<file path="config.mk">
export PLATFORM = sky130hd
export DESIGN_NAME = mem_unit
export DESIGN_NICKNAME = d
export VERILOG_FILES = /design/src/logic/bus_pkg.sv /design/src/logic/pipe_pkg.sv /design/src/logic/mem_unit.sv /design/src/logic/write_queue.sv /design/src/logic/dcache.sv /design/src/logic/mem_stage.sv
export VERILOG_INCLUDE_DIRS = /design/src /design/src/logic
export SDC_FILE = /design/constraint.sdc
export NUM_CORES = 2
export LEC_CHECK = 0
export BUFFER_PORTS_ARGS = -buffer_cell sky130_fd_sc_hd__buf_2
export CORE_ASPECT_RATIO = 1.75
export CORE_MARGIN = 3
export CORE_UTILIZATION = 61
export CTS_BUF_LIST = sky130_fd_sc_hd__clkbuf_4 sky130_fd_sc_hd__clkbuf_8
export DETAILED_ROUTE_END_ITERATION = 6
export GPL_TIMING_DRIVEN = 0
export PLACE_DENSITY_LB_ADDON = 0.08
export SETUP_SLACK_MARGIN = 0.5
export SYNTH_ARGS = -nofsm -noshare
export SYNTH_HDL_FRONTEND = slang
export SYNTH_SLANG_ARGS = --single-unit
</file>
<file path="constraint.sdc">
create_clock -name i_clock -period 6.2 [get_ports i_clock]
set_input_delay 1.24 -clock i_clock [delete_from_list [all_inputs] [get_ports i_clock]]
set_output_delay 1.24 -clock i_clock [all_outputs]
set_load 0.01 [all_outputs]
</file>
<file path="src/logic/lsu_consts.svh">
/*
 Build constants for the memory stage, data cache and write queue.
 Include this header wherever one of the sizes below is needed.
*/
`ifndef LSU_CONSTS_SVH
`define LSU_CONSTS_SVH

// ==============================
// Data cache

// One word per line, must be a power of two
`define DCACHE_LINES 16

// Address bits 31:28 of the cacheable region
`define CACHEABLE_REGION 4'h1

// Width of the hit and miss counters
`define COUNTER_BITS 32

// ==============================
// Write queue

// Posted write entries, must be a power of two
`define WQ_DEPTH 4

`endif
</file>
<file path="src/logic/bus_pkg.sv">
/*
 Bus side types shared by the stage, the data cache, the write queue and the top.
*/
package bus_pkg;

	// Data word on every bus level
	typedef logic [31:0] bus_word_t;

	// Word aligned byte address
	typedef logic [31:0] bus_addr_t;

	// Access kinds from the stage to the data cache
	typedef enum logic [1:0] {
		C_READ,
		C_WRITE,
		C_FLUSH
	} cache_op_t;

endpackage

</file>
<file path="src/logic/pipe_pkg.sv">
/*
 Pipeline side types of the memory stage.
 Requests come from execute, results go on to writeback.
*/
package pipe_pkg;

	// Kind of memory work carried by a request
	typedef enum logic [1:0] {
		OP_NONE,
		OP_LOAD,
		OP_STORE,
		OP_FLUSH
	} mem_op_t;

	typedef enum logic [1:0] {
		W_BYTE,
		W_HALF,
		W_WORD
	} mem_width_t;

	// Request from execute
	typedef struct packed {
		logic [31:0] pc;
		mem_op_t op;
		mem_width_t width;
		logic is_signed;
		logic [31:0] address;
		logic [31:0] data;	// store data or passed-through result
		logic [4:0] rd_index;
	} exec_req_t;

	// Result towards writeback
	typedef struct packed {
		logic [31:0] pc;
		logic [31:0] rd_value;
		logic [4:0] rd_index;
	} mem_result_t;

endpackage

</file>
<file path="src/logic/mem_unit.sv">
/*
 Memory unit top. Joins the memory stage, the data cache and the write queue
 and exposes the pipeline handshakes, the bus and the cache counters.
*/
`timescale 1ns/1ps
`include "lsu_consts.svh"

module mem_unit (
	input logic i_clock,
	input logic i_reset,

	input logic i_req_valid,
	input pipe_pkg::exec_req_t i_req,
	output logic o_req_ready,
	output logic o_res_valid,
	output pipe_pkg::mem_result_t o_res,
	input logic i_res_ready,

	output logic o_bus_rw,
	output logic o_bus_request,
	input logic i_bus_ready,
	output bus_pkg::bus_addr_t o_bus_address,
	input bus_pkg::bus_word_t i_bus_rdata,
	output bus_pkg::bus_word_t o_bus_wdata,

	output logic [`COUNTER_BITS-1:0] o_dcache_hit,
	output logic [`COUNTER_BITS-1:0] o_dcache_miss
);
	import bus_pkg::*;

	// Stage to cache
	logic cache_request;
	cache_op_t cache_op;
	bus_addr_t cache_address;
	bus_word_t cache_wdata;
	logic cache_ready;
	bus_word_t cache_rdata;

	// Cache to write queue
	logic wq_request;
	logic wq_rw;
	bus_addr_t wq_address;
	bus_word_t wq_wdata;
	logic wq_ready;
	bus_word_t wq_rdata;

	mem_stage u_mem_stage (
		.i_clock(i_clock),
		.i_reset(i_reset),
		.i_req_valid(i_req_valid),
		.i_req(i_req),
		.o_req_ready(o_req_ready),
		.o_res_valid(o_res_valid),
		.o_res(o_res),
		.i_res_ready(i_res_ready),
		.o_cache_request(cache_request),
		.o_cache_op(cache_op),
		.o_cache_address(cache_address),
		.o_cache_wdata(cache_wdata),
		.i_cache_ready(cache_ready),
		.i_cache_rdata(cache_rdata)
	);

	dcache u_dcache (
		.i_clock(i_clock),
		.i_reset(i_reset),
		.i_request(cache_request),
		.i_op(cache_op),
		.i_address(cache_address),
		.i_wdata(cache_wdata),
		.o_ready(cache_ready),
		.o_rdata(cache_rdata),
		.o_bus_request(wq_request),
		.o_bus_rw(wq_rw),
		.o_bus_address(wq_address),
		.o_bus_wdata(wq_wdata),
		.i_bus_ready(wq_ready),
		.i_bus_rdata(wq_rdata),
		.o_hit(o_dcache_hit),
		.o_miss(o_dcache_miss)
	);

	write_queue u_write_queue (
		.i_clock(i_clock),
		.i_reset(i_reset),
		.i_request(wq_request),
		.i_rw(wq_rw),
		.i_address(wq_address),
		.i_wdata(wq_wdata),
		.o_ready(wq_ready),
		.o_rdata(wq_rdata),
		.o_bus_request(o_bus_request),
		.o_bus_rw(o_bus_rw),
		.o_bus_address(o_bus_address),
		.o_bus_wdata(o_bus_wdata),
		.i_bus_ready(i_bus_ready),
		.i_bus_rdata(i_bus_rdata)
	);

endmodule

</file>
<file path="src/logic/write_queue.sv">
/*
 Posted write FIFO between the data cache and the bus.
 Writes are acknowledged on entry and drain in order, reads go out only
 once every older write has reached the bus.
*/
`timescale 1ns/1ps
`include "lsu_consts.svh"

module write_queue (
	input logic i_clock,
	input logic i_reset,

	// Cache side
	input logic i_request,
	input logic i_rw,
	input bus_pkg::bus_addr_t i_address,
	input bus_pkg::bus_word_t i_wdata,
	output logic o_ready,
	output bus_pkg::bus_word_t o_rdata,

	// Bus side
	output logic o_bus_request,
	output logic o_bus_rw,
	output bus_pkg::bus_addr_t o_bus_address,
	output bus_pkg::bus_word_t o_bus_wdata,
	input logic i_bus_ready,
	input bus_pkg::bus_word_t i_bus_rdata
);
	import bus_pkg::*;

	localparam int PTR_BITS = $clog2(`WQ_DEPTH);

	bus_addr_t addr_mem [`WQ_DEPTH];
	bus_word_t data_mem [`WQ_DEPTH];
	logic [PTR_BITS-1:0] head;
	logic [PTR_BITS-1:0] tail;
	logic [PTR_BITS:0] count;
	logic full;
	logic empty;
	logic bus_done;
	logic push;
	logic pop;
	logic drain;
	logic read_go;

	assign full = (count == (PTR_BITS+1)'(`WQ_DEPTH));
	assign empty = (count == '0);
	assign bus_done = o_bus_request && i_bus_ready;
	assign push = i_request && i_rw && !o_ready && !full;
	assign pop = bus_done && o_bus_rw;
	assign drain = !o_bus_request && !empty;
	assign read_go = i_request && !i_rw && !o_ready && !o_bus_request && empty;

	always_ff @(posedge i_clock) begin
		if (i_reset) begin
			head <= '0;
			tail <= '0;
			count <= '0;
			o_ready <= 1'b0;
			o_bus_request <= 1'b0;
		end else begin
			o_ready <= push || (bus_done && !o_bus_rw);
			if (push)
				tail <= tail + 1'b1;
			if (pop)
				head <= head + 1'b1;
			if (push && !pop)
				count <= count + 1'b1;
			else if (pop && !push)
				count <= count - 1'b1;
			if (drain || read_go)
				o_bus_request <= 1'b1;
			else if (bus_done)
				o_bus_request <= 1'b0;
		end
	end

	// Entries and bus payload
	always_ff @(posedge i_clock) begin
		if (push) begin
			addr_mem[tail] <= i_address;
			data_mem[tail] <= i_wdata;
		end
		if (drain) begin
			o_bus_rw <= 1'b1;
			o_bus_address <= addr_mem[head];
			o_bus_wdata <= data_mem[head];
		end else if (read_go) begin
			o_bus_rw <= 1'b0;
			o_bus_address <= i_address;
		end
		if (bus_done && !o_bus_rw)
			o_rdata <= i_bus_rdata;
	end

	// A write meeting a full FIFO gets no acknowledge
	assert property (@(posedge i_clock) disable iff (i_reset)
		i_request && i_rw && full |=> !o_ready);

endmodule

</file>
<file path="src/logic/dcache.sv">
/*
 Direct mapped write-through data cache with read allocation.
 Serves the memory stage, forwards every write and every miss to the
 write queue below, and counts hits and misses of cacheable reads.
*/
`timescale 1ns/1ps
`include "lsu_consts.svh"

module dcache (
	input logic i_clock,
	input logic i_reset,

	// Memory stage side
	input logic i_request,
	input bus_pkg::cache_op_t i_op,
	input bus_pkg::bus_addr_t i_address,
	input bus_pkg::bus_word_t i_wdata,
	output logic o_ready,
	output bus_pkg::bus_word_t o_rdata,

	// Downstream side
	output logic o_bus_request,
	output logic o_bus_rw,
	output bus_pkg::bus_addr_t o_bus_address,
	output bus_pkg::bus_word_t o_bus_wdata,
	input logic i_bus_ready,
	input bus_pkg::bus_word_t i_bus_rdata,

	output logic [`COUNTER_BITS-1:0] o_hit,
	output logic [`COUNTER_BITS-1:0] o_miss
);
	import bus_pkg::*;

	localparam int INDEX_BITS = $clog2(`DCACHE_LINES);
	localparam int TAG_BITS = 30 - INDEX_BITS;

	logic [`DCACHE_LINES-1:0] valid;
	logic [TAG_BITS-1:0] tag_mem [`DCACHE_LINES];
	bus_word_t data_mem [`DCACHE_LINES];

	logic [INDEX_BITS-1:0] index;
	logic [TAG_BITS-1:0] tag;
	logic cacheable;
	logic hit;
	logic start;
	logic bus_done;
	logic fill;

	assign index = i_address[INDEX_BITS+1:2];
	assign tag = i_address[31:INDEX_BITS+2];
	assign cacheable = (i_address[31:28] == `CACHEABLE_REGION);
	assign hit = cacheable && valid[index] && (tag_mem[index] == tag);

	// Stage request is held until the ready pulse, so ignore it while answering
	assign start = i_request && !o_ready && !o_bus_request;
	assign bus_done = o_bus_request && i_bus_ready;
	assign fill = bus_done && !o_bus_rw && cacheable;

	// ==============================
	// Control and counters

	always_ff @(posedge i_clock) begin
		if (i_reset) begin
			o_ready <= 1'b0;
			o_bus_request <= 1'b0;
			valid <= '0;
			o_hit <= '0;
			o_miss <= '0;
		end else begin
			o_ready <= 1'b0;
			if (start) begin
				case (i_op)
					C_FLUSH: begin
						valid <= '0;
						o_ready <= 1'b1;
					end
					C_READ: begin
						if (hit) begin
							o_ready <= 1'b1;
							o_hit <= o_hit + 1'b1;
						end else begin
							o_bus_request <= 1'b1;
							if (cacheable)
								o_miss <= o_miss + 1'b1;
						end
					end
					default: o_bus_request <= 1'b1;
				endcase
			end else if (bus_done) begin
				o_bus_request <= 1'b0;
				o_ready <= 1'b1;
				if (fill)
					valid[index] <= 1'b1;
			end
		end
	end

	// ==============================
	// Line array and downstream payload

	always_ff @(posedge i_clock) begin
		if (start) begin
			o_bus_rw <= (i_op == C_WRITE);
			o_bus_address <= i_address;
			o_bus_wdata <= i_wdata;
			o_rdata <= data_mem[index];
			if (i_op == C_WRITE && hit)
				data_mem[index] <= i_wdata;
		end else if (bus_done) begin
			o_rdata <= i_bus_rdata;
			if (fill) begin
				tag_mem[index] <= tag;
				data_mem[index] <= i_bus_rdata;
			end
		end
	end

	// Downstream answers only an access that is open
	assert property (@(posedge i_clock) disable iff (i_reset)
		i_bus_ready |-> o_bus_request);

	// A new access never rises while downstream is still answering
	assert property (@(posedge i_clock) disable iff (i_reset)
		$rose(o_bus_request) |-> !i_bus_ready);

endmodule

</file>
<file path="src/logic/mem_stage.sv">
/*
 Memory stage control of the core.
 Takes one execute request at a time, runs loads, stores and flushes against
 the data cache and hands back one result per request in order.
*/
`timescale 1ns/1ps

module mem_stage (
	input logic i_clock,
	input logic i_reset,

	// Execute side
	input logic i_req_valid,
	input pipe_pkg::exec_req_t i_req,
	output logic o_req_ready,

	// Writeback side
	output logic o_res_valid,
	output pipe_pkg::mem_result_t o_res,
	input logic i_res_ready,

	// Data cache
	output logic o_cache_request,
	output bus_pkg::cache_op_t o_cache_op,
	output bus_pkg::bus_addr_t o_cache_address,
	output bus_pkg::bus_word_t o_cache_wdata,
	input logic i_cache_ready,
	input bus_pkg::bus_word_t i_cache_rdata
);
	import pipe_pkg::*;
	import bus_pkg::*;

	typedef enum logic [2:0] {
		IDLE,
		READ,
		WRITE_WORD,
		RMW_READ,
		RMW_WRITE,
		FLUSH,
		RESULT
	} state_t;

	state_t state;
	exec_req_t req_q;
	mem_result_t res_q;
	logic accept;
	logic [4:0] lane_shift;
	bus_word_t shifted;
	bus_word_t load_value;
	bus_word_t lane_mask;
	bus_word_t merged;

	assign o_req_ready = (state == IDLE);
	assign accept = i_req_valid && o_req_ready;
	assign o_res_valid = (state == RESULT);
	assign o_res = res_q;
	assign o_cache_address = {req_q.address[31:2], 2'b00};
	assign lane_shift = {req_q.address[1:0], 3'b000};

	// ==============================
	// Load extension

	always_comb begin
		shifted = i_cache_rdata >> lane_shift;
		case (req_q.width)
			W_BYTE: load_value = {{24{req_q.is_signed & shifted[7]}}, shifted[7:0]};
			W_HALF: load_value = {{16{req_q.is_signed & shifted[15]}}, shifted[15:0]};
			default: load_value = shifted;
		endcase
	end

	// New bytes into their lane of the old word
	always_comb begin
		if (req_q.width == W_BYTE)
			lane_mask = 32'h0000_00ff << lane_shift;
		else
			lane_mask = 32'h0000_ffff << lane_shift;
		merged = (i_cache_rdata & ~lane_mask) | ((req_q.data << lane_shift) & lane_mask);
	end

	// ==============================
	// Control FSM

	always_ff @(posedge i_clock) begin
		if (i_reset) begin
			state <= IDLE;
			o_cache_request <= 1'b0;
		end else begin
			case (state)
				IDLE: begin
					if (accept) begin
						case (i_req.op)
							OP_LOAD: begin
								o_cache_request <= 1'b1;
								state <= READ;
							end
							OP_STORE: begin
								o_cache_request <= 1'b1;
								state <= (i_req.width == W_WORD) ? WRITE_WORD : RMW_READ;
							end
							OP_FLUSH: begin
								o_cache_request <= 1'b1;
								state <= FLUSH;
							end
							default: state <= RESULT;
						endcase
					end
				end
				READ, WRITE_WORD, FLUSH: begin
					if (i_cache_ready) begin
						o_cache_request <= 1'b0;
						state <= RESULT;
					end
				end
				RMW_READ: begin
					if (i_cache_ready) begin
						o_cache_request <= 1'b0;
						state <= RMW_WRITE;
					end
				end
				RMW_WRITE: begin
					// Request stays low one cycle between the two halves
					if (!o_cache_request) begin
						o_cache_request <= 1'b1;
					end else if (i_cache_ready) begin
						o_cache_request <= 1'b0;
						state <= RESULT;
					end
				end
				RESULT: begin
					if (i_res_ready)
						state <= IDLE;
				end
				default: state <= IDLE;
			endcase
		end
	end

	// Latched request, result and cache payload
	always_ff @(posedge i_clock) begin
		if (accept) begin
			req_q <= i_req;
			res_q.pc <= i_req.pc;
			res_q.rd_value <= i_req.data;
			res_q.rd_index <= i_req.rd_index;
			o_cache_wdata <= i_req.data;
			case (i_req.op)
				OP_STORE: o_cache_op <= (i_req.width == W_WORD) ? C_WRITE : C_READ;
				OP_FLUSH: o_cache_op <= C_FLUSH;
				default: o_cache_op <= C_READ;
			endcase
		end
		if (state == READ && i_cache_ready)
			res_q.rd_value <= load_value;
		if (state == RMW_READ && i_cache_ready) begin
			o_cache_op <= C_WRITE;
			o_cache_wdata <= merged;
		end
	end

	// Loads and stores are naturally aligned
	assert property (@(posedge i_clock) disable iff (i_reset)
		accept && (i_req.op == OP_LOAD || i_req.op == OP_STORE) |->
			(i_req.width == W_BYTE) ||
			(i_req.width == W_HALF && !i_req.address[0]) ||
			(i_req.width == W_WORD && i_req.address[1:0] == 2'b00));

endmodule

</file>
==> impl_metrics.csv <==
group,metric,value,unit
drt,finalWirelength,176000,um
critical_path,cp-end-kind,"register",
power_and_ir_drop,cellPowerDensity,354,mW/mm^2
sta,relSlewSlack,-1.76,%
place,dp.cells,5182,
finish,finalNonFillerCells,5614,
synth,synth_area_per_cell,18.3,sq um
power_and_ir_drop,ir_drop,268,uV
global_routing,grt_max_degree,56,
clock_tree,numCtsBuffers,214,
floorplan,die_y,432,um
drt,vias,35500,
place,place_congestion,0.949,
synth,synth-main-ff-cell,"edfxtp_1",
synth,ys_top_cells_by_count,"1517 x edfxtp_1, 365 x nand2_1, 304 x mux4_2, 181 x nor2_1, 113 x clkbuf_1",
sta,finClkSkew,51.5,ps
synth,synth_warnings,0,
synth,yosysTopAreaCell,"edfxtp_1",
global_routing,grt_overflow,0,
sta,rsz0062_at_grt,"false",
floorplan,ioPinCount,344,
clock_tree,cts.clk_slew.worst_paths,60,ps
clock_tree,clock_sinks,1621,
synth,synth_edf_count,1517,
synth,synth_most_common_cell,"edfxtp_1",
clock_tree,clock_path_buffers,3,
critical_path,cp-start-kind,"register",
drt,first_pass_iters,6,
power_and_ir_drop,switching_share,27.3,%
global_routing,antenna_found_initial,18,
synth,ys_ff_latch,1621,
floorplan,core_area,0.103,sq mm
place,pre_cts_slack,-463,ps
finish,drive_gt1_share,30.0,%
clock_tree,cts_tree,"yes",
sta,period_share,90.9,%
power_and_ir_drop,clockPowerShare,32.1,%
power_and_ir_drop,fin_total_pwr,25.8,mW
power_and_ir_drop,p_leak,24.8,nW
synth,synth_cell_type_count,63,
place,io_buffers,341,
sta,slew_violations,7,
floorplan,num_rows,155,
global_routing,groute.usage.overall,32.9,%
drt,drt_iter0_drc,3338,
sta,period_needed,5640,ps
drt,wl_per_cell,31.3,um
clock_tree,htree_levels,4,
sta,worst_slack,562,ps
power_and_ir_drop,p_int,18.7,mW
hold_path,hold_class,"register to register",
sta,tightest_slew,1510,ps
power_and_ir_drop,sequentialPowerShare,52.2,%
clock_tree,hold_buffers,0,
flow_run,cap_violations,1,
finish,syn_to_final_growth,14.8,%
sta,finalSetupViolCount,0,
synth,yosysTopAreaCellShare,71.9,%
floorplan,start_util,61.8,%
critical_path,crit_arrival,6250,ps
synth,synthTopCellsByArea,"edfxtp_1 72%, mux4_2 11%, dfxtp_1 3.3%",
critical_path,cp_data_required_time,6820,ps
synth,ys_seq_area_share,75.2,%
finish,nNetsFinal,4240,
critical_path,critPathKind,"register to register",
synth,synthArstFlopShare,0,%
drt,drc,0,
power_and_ir_drop,power_switching,7.04,mW
clock_tree,cts_root_buf,"clkbuf_8",
sta,hold_violations,0,
critical_path,worst-path-max-fanout,17,
synth,syn_area,0.0634,sq mm
clock_tree,clk_latency,960,ps
floorplan,design.die.area,0.108,sq mm
place,hpwlAfterDp,120000,um
drt,detail-route-antenna-nets,0,
global_routing,grt_pass1_vias,36100,
global_routing,grt_pass1_wl,251000,um
power_and_ir_drop,share_comb_of_total_power,15.7,%
floorplan,die_w,250,um
drt,avgViaCountPerCell,6.32,
synth,syn_inst,3464,
sta,max_freq,177,MHz
status,violations,"max-capacitance violations, max-slew violations",
status,status,"finished with violations",
## layer usage
| layer | vias up | routed length (um) | GRT usage, % |
|---|---|---|---|
| li1 | 14900 | - | - |
| met1 | 18100 | 58100 | 38.1 |
| met2 | 1962 | 91300 | 57.0 |
| met3 | 457 | 14400 | 6.84 |
| met4 | 2 | 12000 | 19.5 |
| met5 | - | 18 | 0 |
## sequential cells by signal (all words and copies together), names as in the netlist, 3 cells and up, named ones only
register	flops
u_dcache.data_mem	512
u_dcache.tag_mem	416
u_write_queue.data_mem	128
u_write_queue.addr_mem	120
u_mem_stage.o_res	69
u_dcache.o_bus_wdata	32
u_dcache.o_hit	32
u_dcache.o_miss	32
u_dcache.o_rdata	32
u_mem_stage.o_cache_wdata	32
u_write_queue.o_bus_wdata	32
u_write_queue.o_rdata	32
u_dcache.o_bus_address	30
u_mem_stage.o_cache_address	30
u_write_queue.o_bus_address	30
u_mem_stage.req_q	19
u_dcache.valid	16
u_mem_stage.state	3
u_write_queue.count	3
## final timing paths
path | slack (ps) | startpoint | depth (start not counted) | endpoint
setup / recovery | 560 | register | 16 | u_dcache.data_mem[10][2]
hold / removal | 460 | u_mem_stage.o_cache_address[4] | 0 | u_dcache.o_bus_address[4]
setup reg to reg | 560 | register | 16 | u_dcache.data_mem[10][2]
hold reg to reg | 460 | u_mem_stage.o_cache_address[4] | 0 | u_dcache.o_bus_address[4]
## per-stage QoR
step	utilization (%)	instance area (sq um)	hold WS, ps	setup TNS (ps)
global placement	65.1	66800	431	-1382950
global route	70.9	72800	415	0
CTS	70.9	72700	393	0
floorplan	-	63400	424	0
finish	70.9	72800	462	0
detailed placement	66.3	68000	443	-63490
## cells by family (layout without fill, tap and decap cells)
kind of cell,Yosys count,in the layout,share of synthesized area [%]
mux,514,514,14.3
other cells,1,13,0.00592
buf+inv,205,1009,1.44
compound gates,251,251,2.38
fa+ha+maj,12,12,0.249
xor+xnor,42,42,0.580
flops,1621,1621,75.2
simple gates,818,818,5.83
## layout by cell type, fill, tap and decap left out, types with 28 or more instances in the layout
cell / Yosys / layout
edfxtp_1: 1517 / 1517
buf_2: 40 / 381
nand2_1: 365 / 362
mux4_2: 304 / 304
clkbuf_8: 0 / 221
nor2_1: 181 / 147
clkbuf_1: 113 / 108
dfxtp_1: 104 / 104
mux2i_1: 95 / 94
a21oi_1: 91 / 91
mux2_2: 87 / 87
clkbuf_4: 0 / 75
nor2b_1: 75 / 75
o21ai_0: 72 / 72
nand3_1: 47 / 47
clkinv_1: 3 / 42
clkinv_2: 0 / 38
nor3_1: 37 / 37
buf_12: 0 / 35
nor2_4: 0 / 34
mux2_1: 28 / 28
## power groups by stage
stage	Clock, mW	Sequential (mW)	Combinational [mW]
2_1_floorplan	0	13.5	2.35
3_3_place_gp	0	13.7	3.90
3_5_place_dp	0	13.7	4.02
4_1_cts	8.38	13.4	4.05
5_1_grt	8.84	13.5	4.26
6_report	8.27	13.5	4.03
## final cells by class
cell class | count | area (sq um)
inverter | 16 | 60.1
tap | 1334 | 1670
clock buffer | 294 | 3590
multi-input combinational | 1639 | 15100
fill | 6492 | 29800
clock inverter | 106 | 866
antenna | 11 | 27.5
buffer | 189 | 865
sequential | 1621 | 47600
timing repair buffer | 404 | 2940
## worst max-delay path, stage by stage (launching register included)
cell	delay (ps)
dfxtp_1	300
buf_4	250
buf_4	320
buf_4	330
buf_2	430
mux4_2	370
mux2i_1	200
mux2i_1	130
xnor2_1	320
o2111ai_1	220
nor4_2	370
and4_2	510
buf_6	260
a31oi_2	130
buf_12	240
nor2_4	610
buf_12	270
## repair_timing
item	in CTS	in global routing
setup endpoints to repair	512	307
pin swaps	12	0
buffers inserted	21	0
resized for setup	4	2
Power figures use the tool's default switching activity.
